==> config.mk <==
export PLATFORM = sky130hd
export DESIGN_NAME = icache_top
export DESIGN_NICKNAME = d
export VERILOG_FILES = /design/src/source/icache_geometry_pkg.sv /design/src/source/icache_bus_pkg.sv /design/src/source/icache_top.sv /design/src/source/icache_csr.sv /design/src/source/icache_controller.sv /design/src/source/icache_fill_buffer.sv /design/src/source/icache_line_store.sv
export SDC_FILE = /design/constraint.sdc
export NUM_CORES = 2
export LEC_CHECK = 0
export BUFFER_PORTS_ARGS = -buffer_cell sky130_fd_sc_hd__clkbuf_2
export CAP_MARGIN = 15
export CORE_MARGIN = 5
export CORE_UTILIZATION = 67
export DETAILED_ROUTE_END_ITERATION = 16
export PLACE_DENSITY = 0.84
export SYNTH_ARGS = -nofsm -noshare
export SYNTH_HDL_FRONTEND = slang
export SYNTH_SLANG_ARGS = --single-unit
==> constraint.sdc <==
create_clock -name i_clock -period 41.9 [get_ports i_clock]
set_input_delay 8.38 -clock i_clock [delete_from_list [all_inputs] [get_ports i_clock]]
set_output_delay 8.38 -clock i_clock [all_outputs]
set_load 0.02 [all_outputs]
==> src/source/icache_geometry_pkg.sv <==
package icache_geometry_pkg;

    // ------------------------------------------------------------------------
    // Cache geometry
    // ------------------------------------------------------------------------

    localparam int LINE_WORDS  = 4;     // Words per line
    localparam int LINES       = 16;    // Direct mapped, one way
    localparam int MEM_CREDITS = 2;     // Memory request slots

    localparam int INST_WIDTH      = 32;
    localparam int WORD_ADDR_WIDTH = 30;    // Byte address minus two low bits
    localparam int OFFSET_WIDTH    = $clog2(LINE_WORDS);
    localparam int INDEX_WIDTH     = $clog2(LINES);
    localparam int TAG_WIDTH       = WORD_ADDR_WIDTH - INDEX_WIDTH - OFFSET_WIDTH;
    localparam int CREDIT_WIDTH    = $clog2(MEM_CREDITS + 1);  // Holds 0..MEM_CREDITS
    localparam int COUNT_WIDTH     = 16;

    // ------------------------------------------------------------------------
    // Address and data types
    // ------------------------------------------------------------------------

    typedef logic [31:0]                 inst_addr_t;   // Byte address
    typedef logic [INST_WIDTH-1:0]       inst_t;
    typedef logic [WORD_ADDR_WIDTH-1:0]  word_addr_t;   // Memory side address

    typedef logic [TAG_WIDTH-1:0]        tag_t;
    typedef logic [INDEX_WIDTH-1:0]      index_t;
    typedef logic [OFFSET_WIDTH-1:0]     offset_t;      // Word within line

    // Word 0 sits in the low bits
    typedef logic [LINE_WORDS*INST_WIDTH-1:0] line_t;

    typedef logic [CREDIT_WIDTH-1:0]     credit_t;
    typedef logic [COUNT_WIDTH-1:0]      count_t;       // Event counter

endpackage
==> src/source/icache_bus_pkg.sv <==
package icache_bus_pkg;

    // ------------------------------------------------------------------------
    // Memory side
    // ------------------------------------------------------------------------

    // One word request, valid only with a credit in hand
    typedef struct packed {
        logic                            valid;
        icache_geometry_pkg::word_addr_t addr;     // Word address
    } mem_req_t;

    // Answers return in request order
    typedef struct packed {
        logic                       valid;
        icache_geometry_pkg::inst_t data;
    } mem_rsp_t;

    // ------------------------------------------------------------------------
    // Register port
    // ------------------------------------------------------------------------

    typedef struct packed {
        logic        write;    // Write strobe
        logic [1:0]  addr;     // Register select
        logic [15:0] wdata;
    } csr_req_t;

    // Register map
    typedef enum logic [1:0] {
        CTRL       = 2'd0,     // Bit 0 starts invalidate-all
        HIT_COUNT  = 2'd1,
        MISS_COUNT = 2'd2
    } csr_addr_e;

    // ------------------------------------------------------------------------
    // Controller FSM
    // ------------------------------------------------------------------------

    typedef enum logic [1:0] {
        IDLE,      // Lookup, hits served here
        REFILL,    // Word requests and responses
        WRITE,     // Line store update
        CLEAR      // Drop every valid bit
    } ctrl_state_e;

endpackage

==> src/source/icache_top.sv <==
`timescale 1ns/1ps

module icache_top (
    input  logic                             i_clock,
    input  logic                             i_reset,

    input  icache_geometry_pkg::inst_addr_t  i_addr,    // Held until o_hit
    input  logic                             i_rd,
    output icache_geometry_pkg::inst_t       o_inst,
    output logic                             o_hit,
    output logic                             o_busy,

    output icache_bus_pkg::mem_req_t         o_mem_req,
    input  logic                             i_mem_credit,
    input  icache_bus_pkg::mem_rsp_t         i_mem_rsp,

    input  icache_bus_pkg::csr_req_t         i_csr,
    output logic [15:0]                      o_csr_rdata
);

    import icache_geometry_pkg::*;

    word_addr_t word_addr;
    tag_t       tag;
    index_t     index;
    offset_t    offset;

    logic       lookup_hit;
    line_t      lookup_line;
    line_t      fill_line;
    offset_t    fill_slot;
    logic       line_write;
    logic       line_clear;
    logic       invalidate;
    logic       hit_event;
    logic       miss_event;

    // ------------------------------------------------------------------------
    // Address split and word select
    // ------------------------------------------------------------------------

    assign word_addr = i_addr[31:2];                    // Byte bits dropped
    assign {tag, index, offset} = word_addr;
    assign o_inst = lookup_line[offset*INST_WIDTH +: INST_WIDTH];

    // ------------------------------------------------------------------------
    // Blocks
    // ------------------------------------------------------------------------

    icache_controller controller_i (
        .i_clock         (i_clock),
        .i_reset         (i_reset),
        .i_rd            (i_rd),
        .i_tag           (tag),
        .i_index         (index),
        .i_lookup_hit    (lookup_hit),
        .i_invalidate    (invalidate),
        .i_mem_credit    (i_mem_credit),
        .i_mem_rsp_valid (i_mem_rsp.valid),
        .o_mem_req       (o_mem_req),
        .o_slot          (fill_slot),
        .o_write         (line_write),
        .o_clear         (line_clear),
        .o_busy          (o_busy),
        .o_hit           (o_hit),
        .o_hit_event     (hit_event),
        .o_miss_event    (miss_event)
    );

    // Write uses the live address, stable while the fetch waits
    icache_line_store line_store_i (
        .i_clock        (i_clock),
        .i_reset        (i_reset),
        .i_lookup_index (index),
        .i_lookup_tag   (tag),
        .o_lookup_hit   (lookup_hit),
        .o_lookup_line  (lookup_line),
        .i_write        (line_write),
        .i_write_index  (index),
        .i_write_tag    (tag),
        .i_write_line   (fill_line),
        .i_clear        (line_clear)
    );

    icache_fill_buffer fill_buffer_i (
        .i_clock (i_clock),
        .i_rsp   (i_mem_rsp),
        .i_slot  (fill_slot),
        .o_line  (fill_line)
    );

    icache_csr csr_i (
        .i_clock      (i_clock),
        .i_reset      (i_reset),
        .i_csr        (i_csr),
        .o_csr_rdata  (o_csr_rdata),
        .i_hit_event  (hit_event),
        .i_miss_event (miss_event),
        .o_invalidate (invalidate)
    );

endmodule

==> src/source/icache_csr.sv <==
`timescale 1ns/1ps

module icache_csr (
    input  logic                        i_clock,
    input  logic                        i_reset,

    input  icache_bus_pkg::csr_req_t    i_csr,
    output logic [15:0]                 o_csr_rdata,

    input  logic                        i_hit_event,
    input  logic                        i_miss_event,
    output logic                        o_invalidate   // One-cycle pulse
);

    import icache_geometry_pkg::*;
    import icache_bus_pkg::*;

    count_t hit_count_q;
    count_t miss_count_q;
    logic   invalidate_q;

    // ------------------------------------------------------------------------
    // Command and counters
    // ------------------------------------------------------------------------

    always_ff @(posedge i_clock) begin
        if (i_reset) begin
            hit_count_q  <= '0;
            miss_count_q <= '0;
            invalidate_q <= 1'b0;
        end else begin
            invalidate_q <= i_csr.write && (i_csr.addr == CTRL) && i_csr.wdata[0];

            if (i_csr.write && (i_csr.addr == HIT_COUNT)) begin
                hit_count_q <= '0;                  // Clear on write
            end else if (i_hit_event && (hit_count_q != '1)) begin
                hit_count_q <= hit_count_q + 1'b1;  // Saturates
            end

            if (i_csr.write && (i_csr.addr == MISS_COUNT)) begin
                miss_count_q <= '0;
            end else if (i_miss_event && (miss_count_q != '1)) begin
                miss_count_q <= miss_count_q + 1'b1;
            end
        end
    end

    assign o_invalidate = invalidate_q;

    // ------------------------------------------------------------------------
    // Read mux, combinational
    // ------------------------------------------------------------------------

    always_comb begin
        case (i_csr.addr)
            HIT_COUNT:  o_csr_rdata = hit_count_q;
            MISS_COUNT: o_csr_rdata = miss_count_q;
            default:    o_csr_rdata = '0;           // CTRL and unmapped
        endcase
    end

endmodule

==> src/source/icache_controller.sv <==
`timescale 1ns/1ps

module icache_controller (
    input  logic                          i_clock,
    input  logic                          i_reset,

    input  logic                          i_rd,            // Fetch read strobe
    input  icache_geometry_pkg::tag_t     i_tag,
    input  icache_geometry_pkg::index_t   i_index,
    input  logic                          i_lookup_hit,
    input  logic                          i_invalidate,    // One-cycle request

    input  logic                          i_mem_credit,    // Slot freed
    input  logic                          i_mem_rsp_valid,
    output icache_bus_pkg::mem_req_t      o_mem_req,

    output icache_geometry_pkg::offset_t  o_slot,          // Fill buffer slot
    output logic                          o_write,         // Line store write
    output logic                          o_clear,         // Drop all valid bits
    output logic                          o_busy,
    output logic                          o_hit,
    output logic                          o_hit_event,
    output logic                          o_miss_event
);

    import icache_geometry_pkg::*;
    import icache_bus_pkg::*;

    ctrl_state_e           state_q;
    ctrl_state_e           state_d;
    tag_t                  miss_tag_q;         // Line being refilled
    index_t                miss_index_q;
    credit_t               credit_q;
    logic [OFFSET_WIDTH:0] req_count_q;        // Counts up to LINE_WORDS
    offset_t               rsp_count_q;        // Wraps after last word
    logic                  inval_pending_q;
    logic                  retry_q;            // First IDLE cycle after WRITE

    logic                  inval_req;
    logic                  miss;
    logic                  req_fire;
    logic                  last_rsp;

    // ------------------------------------------------------------------------
    // Decode
    // ------------------------------------------------------------------------

    assign inval_req = inval_pending_q || i_invalidate;
    // Invalidate wins over a miss in the same cycle
    assign miss      = (state_q == IDLE) && i_rd && !i_lookup_hit && !inval_req;
    assign req_fire  = (state_q == REFILL) && (credit_q != '0) &&
                       (req_count_q < (OFFSET_WIDTH + 1)'(LINE_WORDS));
    assign last_rsp  = (state_q == REFILL) && i_mem_rsp_valid &&
                       (rsp_count_q == offset_t'(LINE_WORDS - 1));

    // ------------------------------------------------------------------------
    // FSM
    // ------------------------------------------------------------------------

    always_comb begin
        state_d = state_q;
        case (state_q)
            IDLE: begin
                if (inval_req) begin
                    state_d = CLEAR;
                end else if (miss) begin
                    state_d = REFILL;
                end
            end
            REFILL:  state_d = last_rsp ? WRITE : REFILL;
            WRITE:   state_d = IDLE;          // One write cycle
            CLEAR:   state_d = IDLE;
            default: state_d = IDLE;
        endcase
    end

    always_ff @(posedge i_clock) begin
        if (i_reset) begin
            state_q         <= IDLE;
            credit_q        <= credit_t'(MEM_CREDITS);   // Memory starts empty
            req_count_q     <= '0;
            rsp_count_q     <= '0;
            inval_pending_q <= 1'b0;
            retry_q         <= 1'b0;
        end else begin
            state_q  <= state_d;
            retry_q  <= (state_q == WRITE);
            // Spend on request, refund on credit pulse
            credit_q <= credit_q - credit_t'(req_fire) + credit_t'(i_mem_credit);

            if (miss) begin
                req_count_q <= '0;
                rsp_count_q <= '0;
            end else begin
                if (req_fire) begin
                    req_count_q <= req_count_q + 1'b1;
                end
                if ((state_q == REFILL) && i_mem_rsp_valid) begin
                    rsp_count_q <= rsp_count_q + 1'b1;
                end
            end

            // Held across a refill, taken in IDLE
            if ((state_q == IDLE) && inval_req) begin
                inval_pending_q <= 1'b0;
            end else if (i_invalidate) begin
                inval_pending_q <= 1'b1;
            end
        end
    end

    // Missing line address, payload only
    always_ff @(posedge i_clock) begin
        if (miss) begin
            miss_tag_q   <= i_tag;
            miss_index_q <= i_index;
        end
    end

    // ------------------------------------------------------------------------
    // Outputs
    // ------------------------------------------------------------------------

    assign o_mem_req    = '{valid: req_fire,
                            addr:  {miss_tag_q, miss_index_q,
                                    req_count_q[OFFSET_WIDTH-1:0]}};
    assign o_slot       = rsp_count_q;
    assign o_write      = (state_q == WRITE);
    assign o_clear      = (state_q == CLEAR);
    assign o_busy       = (state_q != IDLE);            // REFILL, WRITE, CLEAR
    assign o_hit        = (state_q == IDLE) && i_rd && i_lookup_hit;
    assign o_hit_event  = o_hit && !retry_q;            // Refill completion not a hit
    assign o_miss_event = miss;

endmodule

==> src/source/icache_fill_buffer.sv <==
`timescale 1ns/1ps

module icache_fill_buffer (
    input  logic                          i_clock,
    input  icache_bus_pkg::mem_rsp_t      i_rsp,    // Memory answer
    input  icache_geometry_pkg::offset_t  i_slot,   // Word of the line
    output icache_geometry_pkg::line_t    o_line
);

    import icache_geometry_pkg::*;

    inst_t words_q [LINE_WORDS];    // Line under refill

    // ------------------------------------------------------------------------
    // Word capture
    // ------------------------------------------------------------------------

    // Slot comes from the response count, not the request count,
    // so two words in flight still land in order
    always_ff @(posedge i_clock) begin
        if (i_rsp.valid) begin
            words_q[i_slot] <= i_rsp.data;
        end
    end

    // ------------------------------------------------------------------------
    // Line assembly
    // ------------------------------------------------------------------------

    always_comb begin
        for (int w = 0; w < LINE_WORDS; w++) begin
            o_line[w*INST_WIDTH +: INST_WIDTH] = words_q[w];   // Word 0 low
        end
    end

endmodule

==> src/source/icache_line_store.sv <==
`timescale 1ns/1ps

module icache_line_store (
    input  logic                          i_clock,
    input  logic                          i_reset,

    input  icache_geometry_pkg::index_t   i_lookup_index,
    input  icache_geometry_pkg::tag_t     i_lookup_tag,
    output logic                          o_lookup_hit,
    output icache_geometry_pkg::line_t    o_lookup_line,

    input  logic                          i_write,
    input  icache_geometry_pkg::index_t   i_write_index,
    input  icache_geometry_pkg::tag_t     i_write_tag,
    input  icache_geometry_pkg::line_t    i_write_line,

    input  logic                          i_clear
);

    import icache_geometry_pkg::*;

    logic [LINES-1:0] valid_q;              // One bit per entry
    tag_t             tag_mem  [LINES];
    line_t            line_mem [LINES];

    // ------------------------------------------------------------------------
    // Valid bits
    // ------------------------------------------------------------------------

    always_ff @(posedge i_clock) begin
        if (i_reset || i_clear) begin
            valid_q <= '0;                  // Invalidate all
        end else if (i_write) begin
            valid_q[i_write_index] <= 1'b1;
        end
    end

    // ------------------------------------------------------------------------
    // Tag and data arrays
    // ------------------------------------------------------------------------

    // Whole line plus tag in one cycle
    always_ff @(posedge i_clock) begin
        if (i_write) begin
            tag_mem[i_write_index]  <= i_write_tag;
            line_mem[i_write_index] <= i_write_line;
        end
    end

    // Lookup is purely combinational
    assign o_lookup_hit  = valid_q[i_lookup_index] &&
                           (tag_mem[i_lookup_index] == i_lookup_tag);
    assign o_lookup_line = line_mem[i_lookup_index];   // Qualified by hit

endmodule

==> run summary <==
status: complete, no violations
worst min path class: reg2reg
routability congestion estimate from global placement: 0.839
vias per cell: 7.69
maximum root-to-sink buffer count: 3
Yosys warning total: 0
Setup Viol. Count Final: 0
Reg2Reg Setup Slack: 36360 ps
Yosys reg bits: 2648
RSZ-0062 raised after global routing: no
Slew @ Worst Pin: 1340 ps
Core Util, Final: 74.8%
Wirelength per Cell: 43.0 um
Worst Path Max Fanout: 146
Initial Utilization: 67.3%
Via Count: 51029
layout cells sized above 1: 29.6%
setup TNS: 0 ps
Max Slew Vio Count: 0
DRT iter0 DRCs: 9720
setup bufs post-CTS: 0
Die ar.: 158000 um2
Max Freq: 45.4 MHz
dominant cells by area after synthesis: edfxtp_1 (77%), mux4_2 (16%), dfxtp_1 (1.2%)
cells after synthesis: 4130
P_int: 0.00422 W
htree depth: 4
Post-Syn Area: 101000 um2
GRT Util Overall: 36.8%
Core ar.: 150000 um2
Setup CP Type: in2out
hold buffers post-CTS: 0
fill count: 7072
port bufs: 151
site row count: 142
Die Y: 398 um
post-route antenna net violation count: 0
clk sinks: 2648
count of cell types in the netlist: 75
Sequential Power Share: 53.6%
Top FF cell, synth: edfxtp_1
clock power share: 42.2%
min Tclk post-route: 22040 ps
# IOs: 169
total power: 0.00542 W
Worst EP required: 33520 ps
worst skew pair latency: 910 ps
ys async rst share: 0%
Die X: 398 um
initial antenna violation count: 9
CTS root buffer: clkbuf_16
VDD IR max: 41.6 uV
first-pass GRT wire length: 405000 um
Final #Nets: 4496
Synth Area per Inst: 24.4 um2
GRT overflow: 0
# DRC: 0
net switching power: 0.00120 W
synth cell count leaders: edfxtp_1 (2588), mux4_2 (734), clkbuf_1 (96), mux2i_1 (77), buf_2 (62)
max-cap viol count: 0
vias in the first global route: 52669
CTS tree: done
Worst setup SP type: primary input
most frequent cell after synthesis: edfxtp_1
CTS buffer count: 238
Power Density: 48.4 nW/um2
Fin. Hold Viols: 0
final wirelength: 286000 um
combinational group share of total power: 4.2%
Area growth syn-to-layout: 11.1%
crit path DAT: 13660 ps
top cell type by total area after synthesis: edfxtp_1
final worst slack: 19860 ps
Static Leak: 35.0 nW
number of synthesized flops with an enable pin: 2588
area share of the largest cell type after synthesis: 77.2%
Clock Pin Slew Worst Setup and Hold Paths: 70 ps
CTS resizes: 0
syn nets: 4230
DRT Pass-1 Iters: 7
slew margin rel.: 10.6%
post-synthesis sequential area ratio: 78.4%
clock skew: 71.3 ps
switching part of the total: 22.2%
critical path endpoint category: output pin
hpwl dp: 122000 um
pre-CTS setup slack: 19630 ps
crit share post-route: 52.6%
pin count of the biggest net entering global routing: 147
registers in the layout, indices dropped and copies added, names as in the netlist:
register / count
controller_i.credit_q: 2
controller_i.inval_pending_q: 1
controller_i.miss_index_q: 4
controller_i.miss_tag_q: 24
controller_i.o_slot: 2
controller_i.req_count_q: 3
controller_i.retry_q: 1
controller_i.state_q: 2
csr_i.hit_count_q: 16
csr_i.miss_count_q: 16
csr_i.o_invalidate: 1
fill_buffer_i.words_q: 128
line_store_i.line_mem: 2048
line_store_i.tag_mem: 384
line_store_i.valid_q: 16
cell usage in the layout, fill, tap and decap left out, types with 8 or more instances in the layout:
cell type and n:
mux2i_1 77, buf_4 57, mux2_2 13, nor2_4 12, inv_1 19, clkbuf_2 145
clkinv_1 60, nor2_1 35, mux4_1 13, clkbuf_16 238, edfxtp_1 2588, ha_1 12
nand2_1 40, a221oi_1 8, xnor2_1 27, buf_12 15, a22oi_1 26, bufinv_16 27
diode_2 12, xor2_1 21, a21oi_1 20, nand3_1 20, nor3_1 16, mux4_2 734
clkinv_16 8, o21a_1 18, and3_1 9, dfxtp_1 60, nand4_1 11, clkbuf_1 41
clkinv_2 51, nor2b_1 24
metrics by stage:
stage | std cells | hold WS, ps | area, um2
detailed placement | 6167 | 465 | 104000
floorplan | 4130 | 435 | 101000
global placement | 6167 | 441 | 104000
global route | 6626 | 505 | 112000
finish | 6634 | 494 | 112000
CTS | 6617 | 493 | 112000
critical path, stage by stage:
cell	delay [ps]
buf_8	580
buf_12	590
buf_4	1050
buf_4	850
mux4_2	440
mux4_2	490
mux4_2	610
clkbuf_2	210
cell families after synthesis:
logic type | share of synthesized area [%]
AO/OA/AOI/OAI | 1.09
XOR/XNOR | 0.418
adder cells (fa/ha/maj) | 0.149
buffers and inverters | 1.06
flip-flops | 78.4
multiplexers | 17.7
AND/OR/NAND/NOR | 1.20
layout make-up:
class / instances / area, um2 / share of cell area [%]
flip-flops and latches: 2648 / 78900 / 70.5
multi-input cells: 1264 / 20800 / 18.6
clock buffers: 286 / 6210 / 5.55
well taps: 2016 / 2520 / 2.25
clock inverters: 164 / 1740 / 1.55
repair buffers: 224 / 1580 / 1.42
inverters: 20 / 75.1 / 0.0671
diodes: 12 / 30.0 / 0.0268
worst paths after layout:
kind	from	end	cells past startpoint
max	i_addr[5]	o_inst[3]	8
min	line_store_i.valid_q[13]$_SDFFE_PP0P_	line_store_i.valid_q[13]$_SDFFE_PP0P_	1
max reg2reg	controller_i.state_q[1]$_SDFFE_PP0P_	line_store_i.line_mem[4][62]$_DFFE_PP_	6
min reg2reg	line_store_i.valid_q[13]$_SDFFE_PP0P_	line_store_i.valid_q[13]$_SDFFE_PP0P_	1
routing by layer:
metal  GRT usage [%]  vias to the layer above  part of all wire (%)
met5               0                        -                0.0046
met4            18.5                        2                   5.9
met3            7.96                     1104                    12
met2            59.8                     5258                    50
met1            48.2                    26285                    32
li1                -                    18380                     -
power groups by stage:
| stage | Clock [W] | Combinational, W | Sequential (W) |
|---|---|---|---|
| floorplan | 0 | 0.000146 | 0.00296 |
| global placement | 0 | 0.000207 | 0.00296 |
| detailed placement | 0 | 0.000214 | 0.00296 |
| CTS | 0.00229 | 0.000226 | 0.00290 |
| global route | 0.00241 | 0.000237 | 0.00290 |
| finish | 0.00229 | 0.000229 | 0.00290 |
Power figures use the tool's default switching activity.
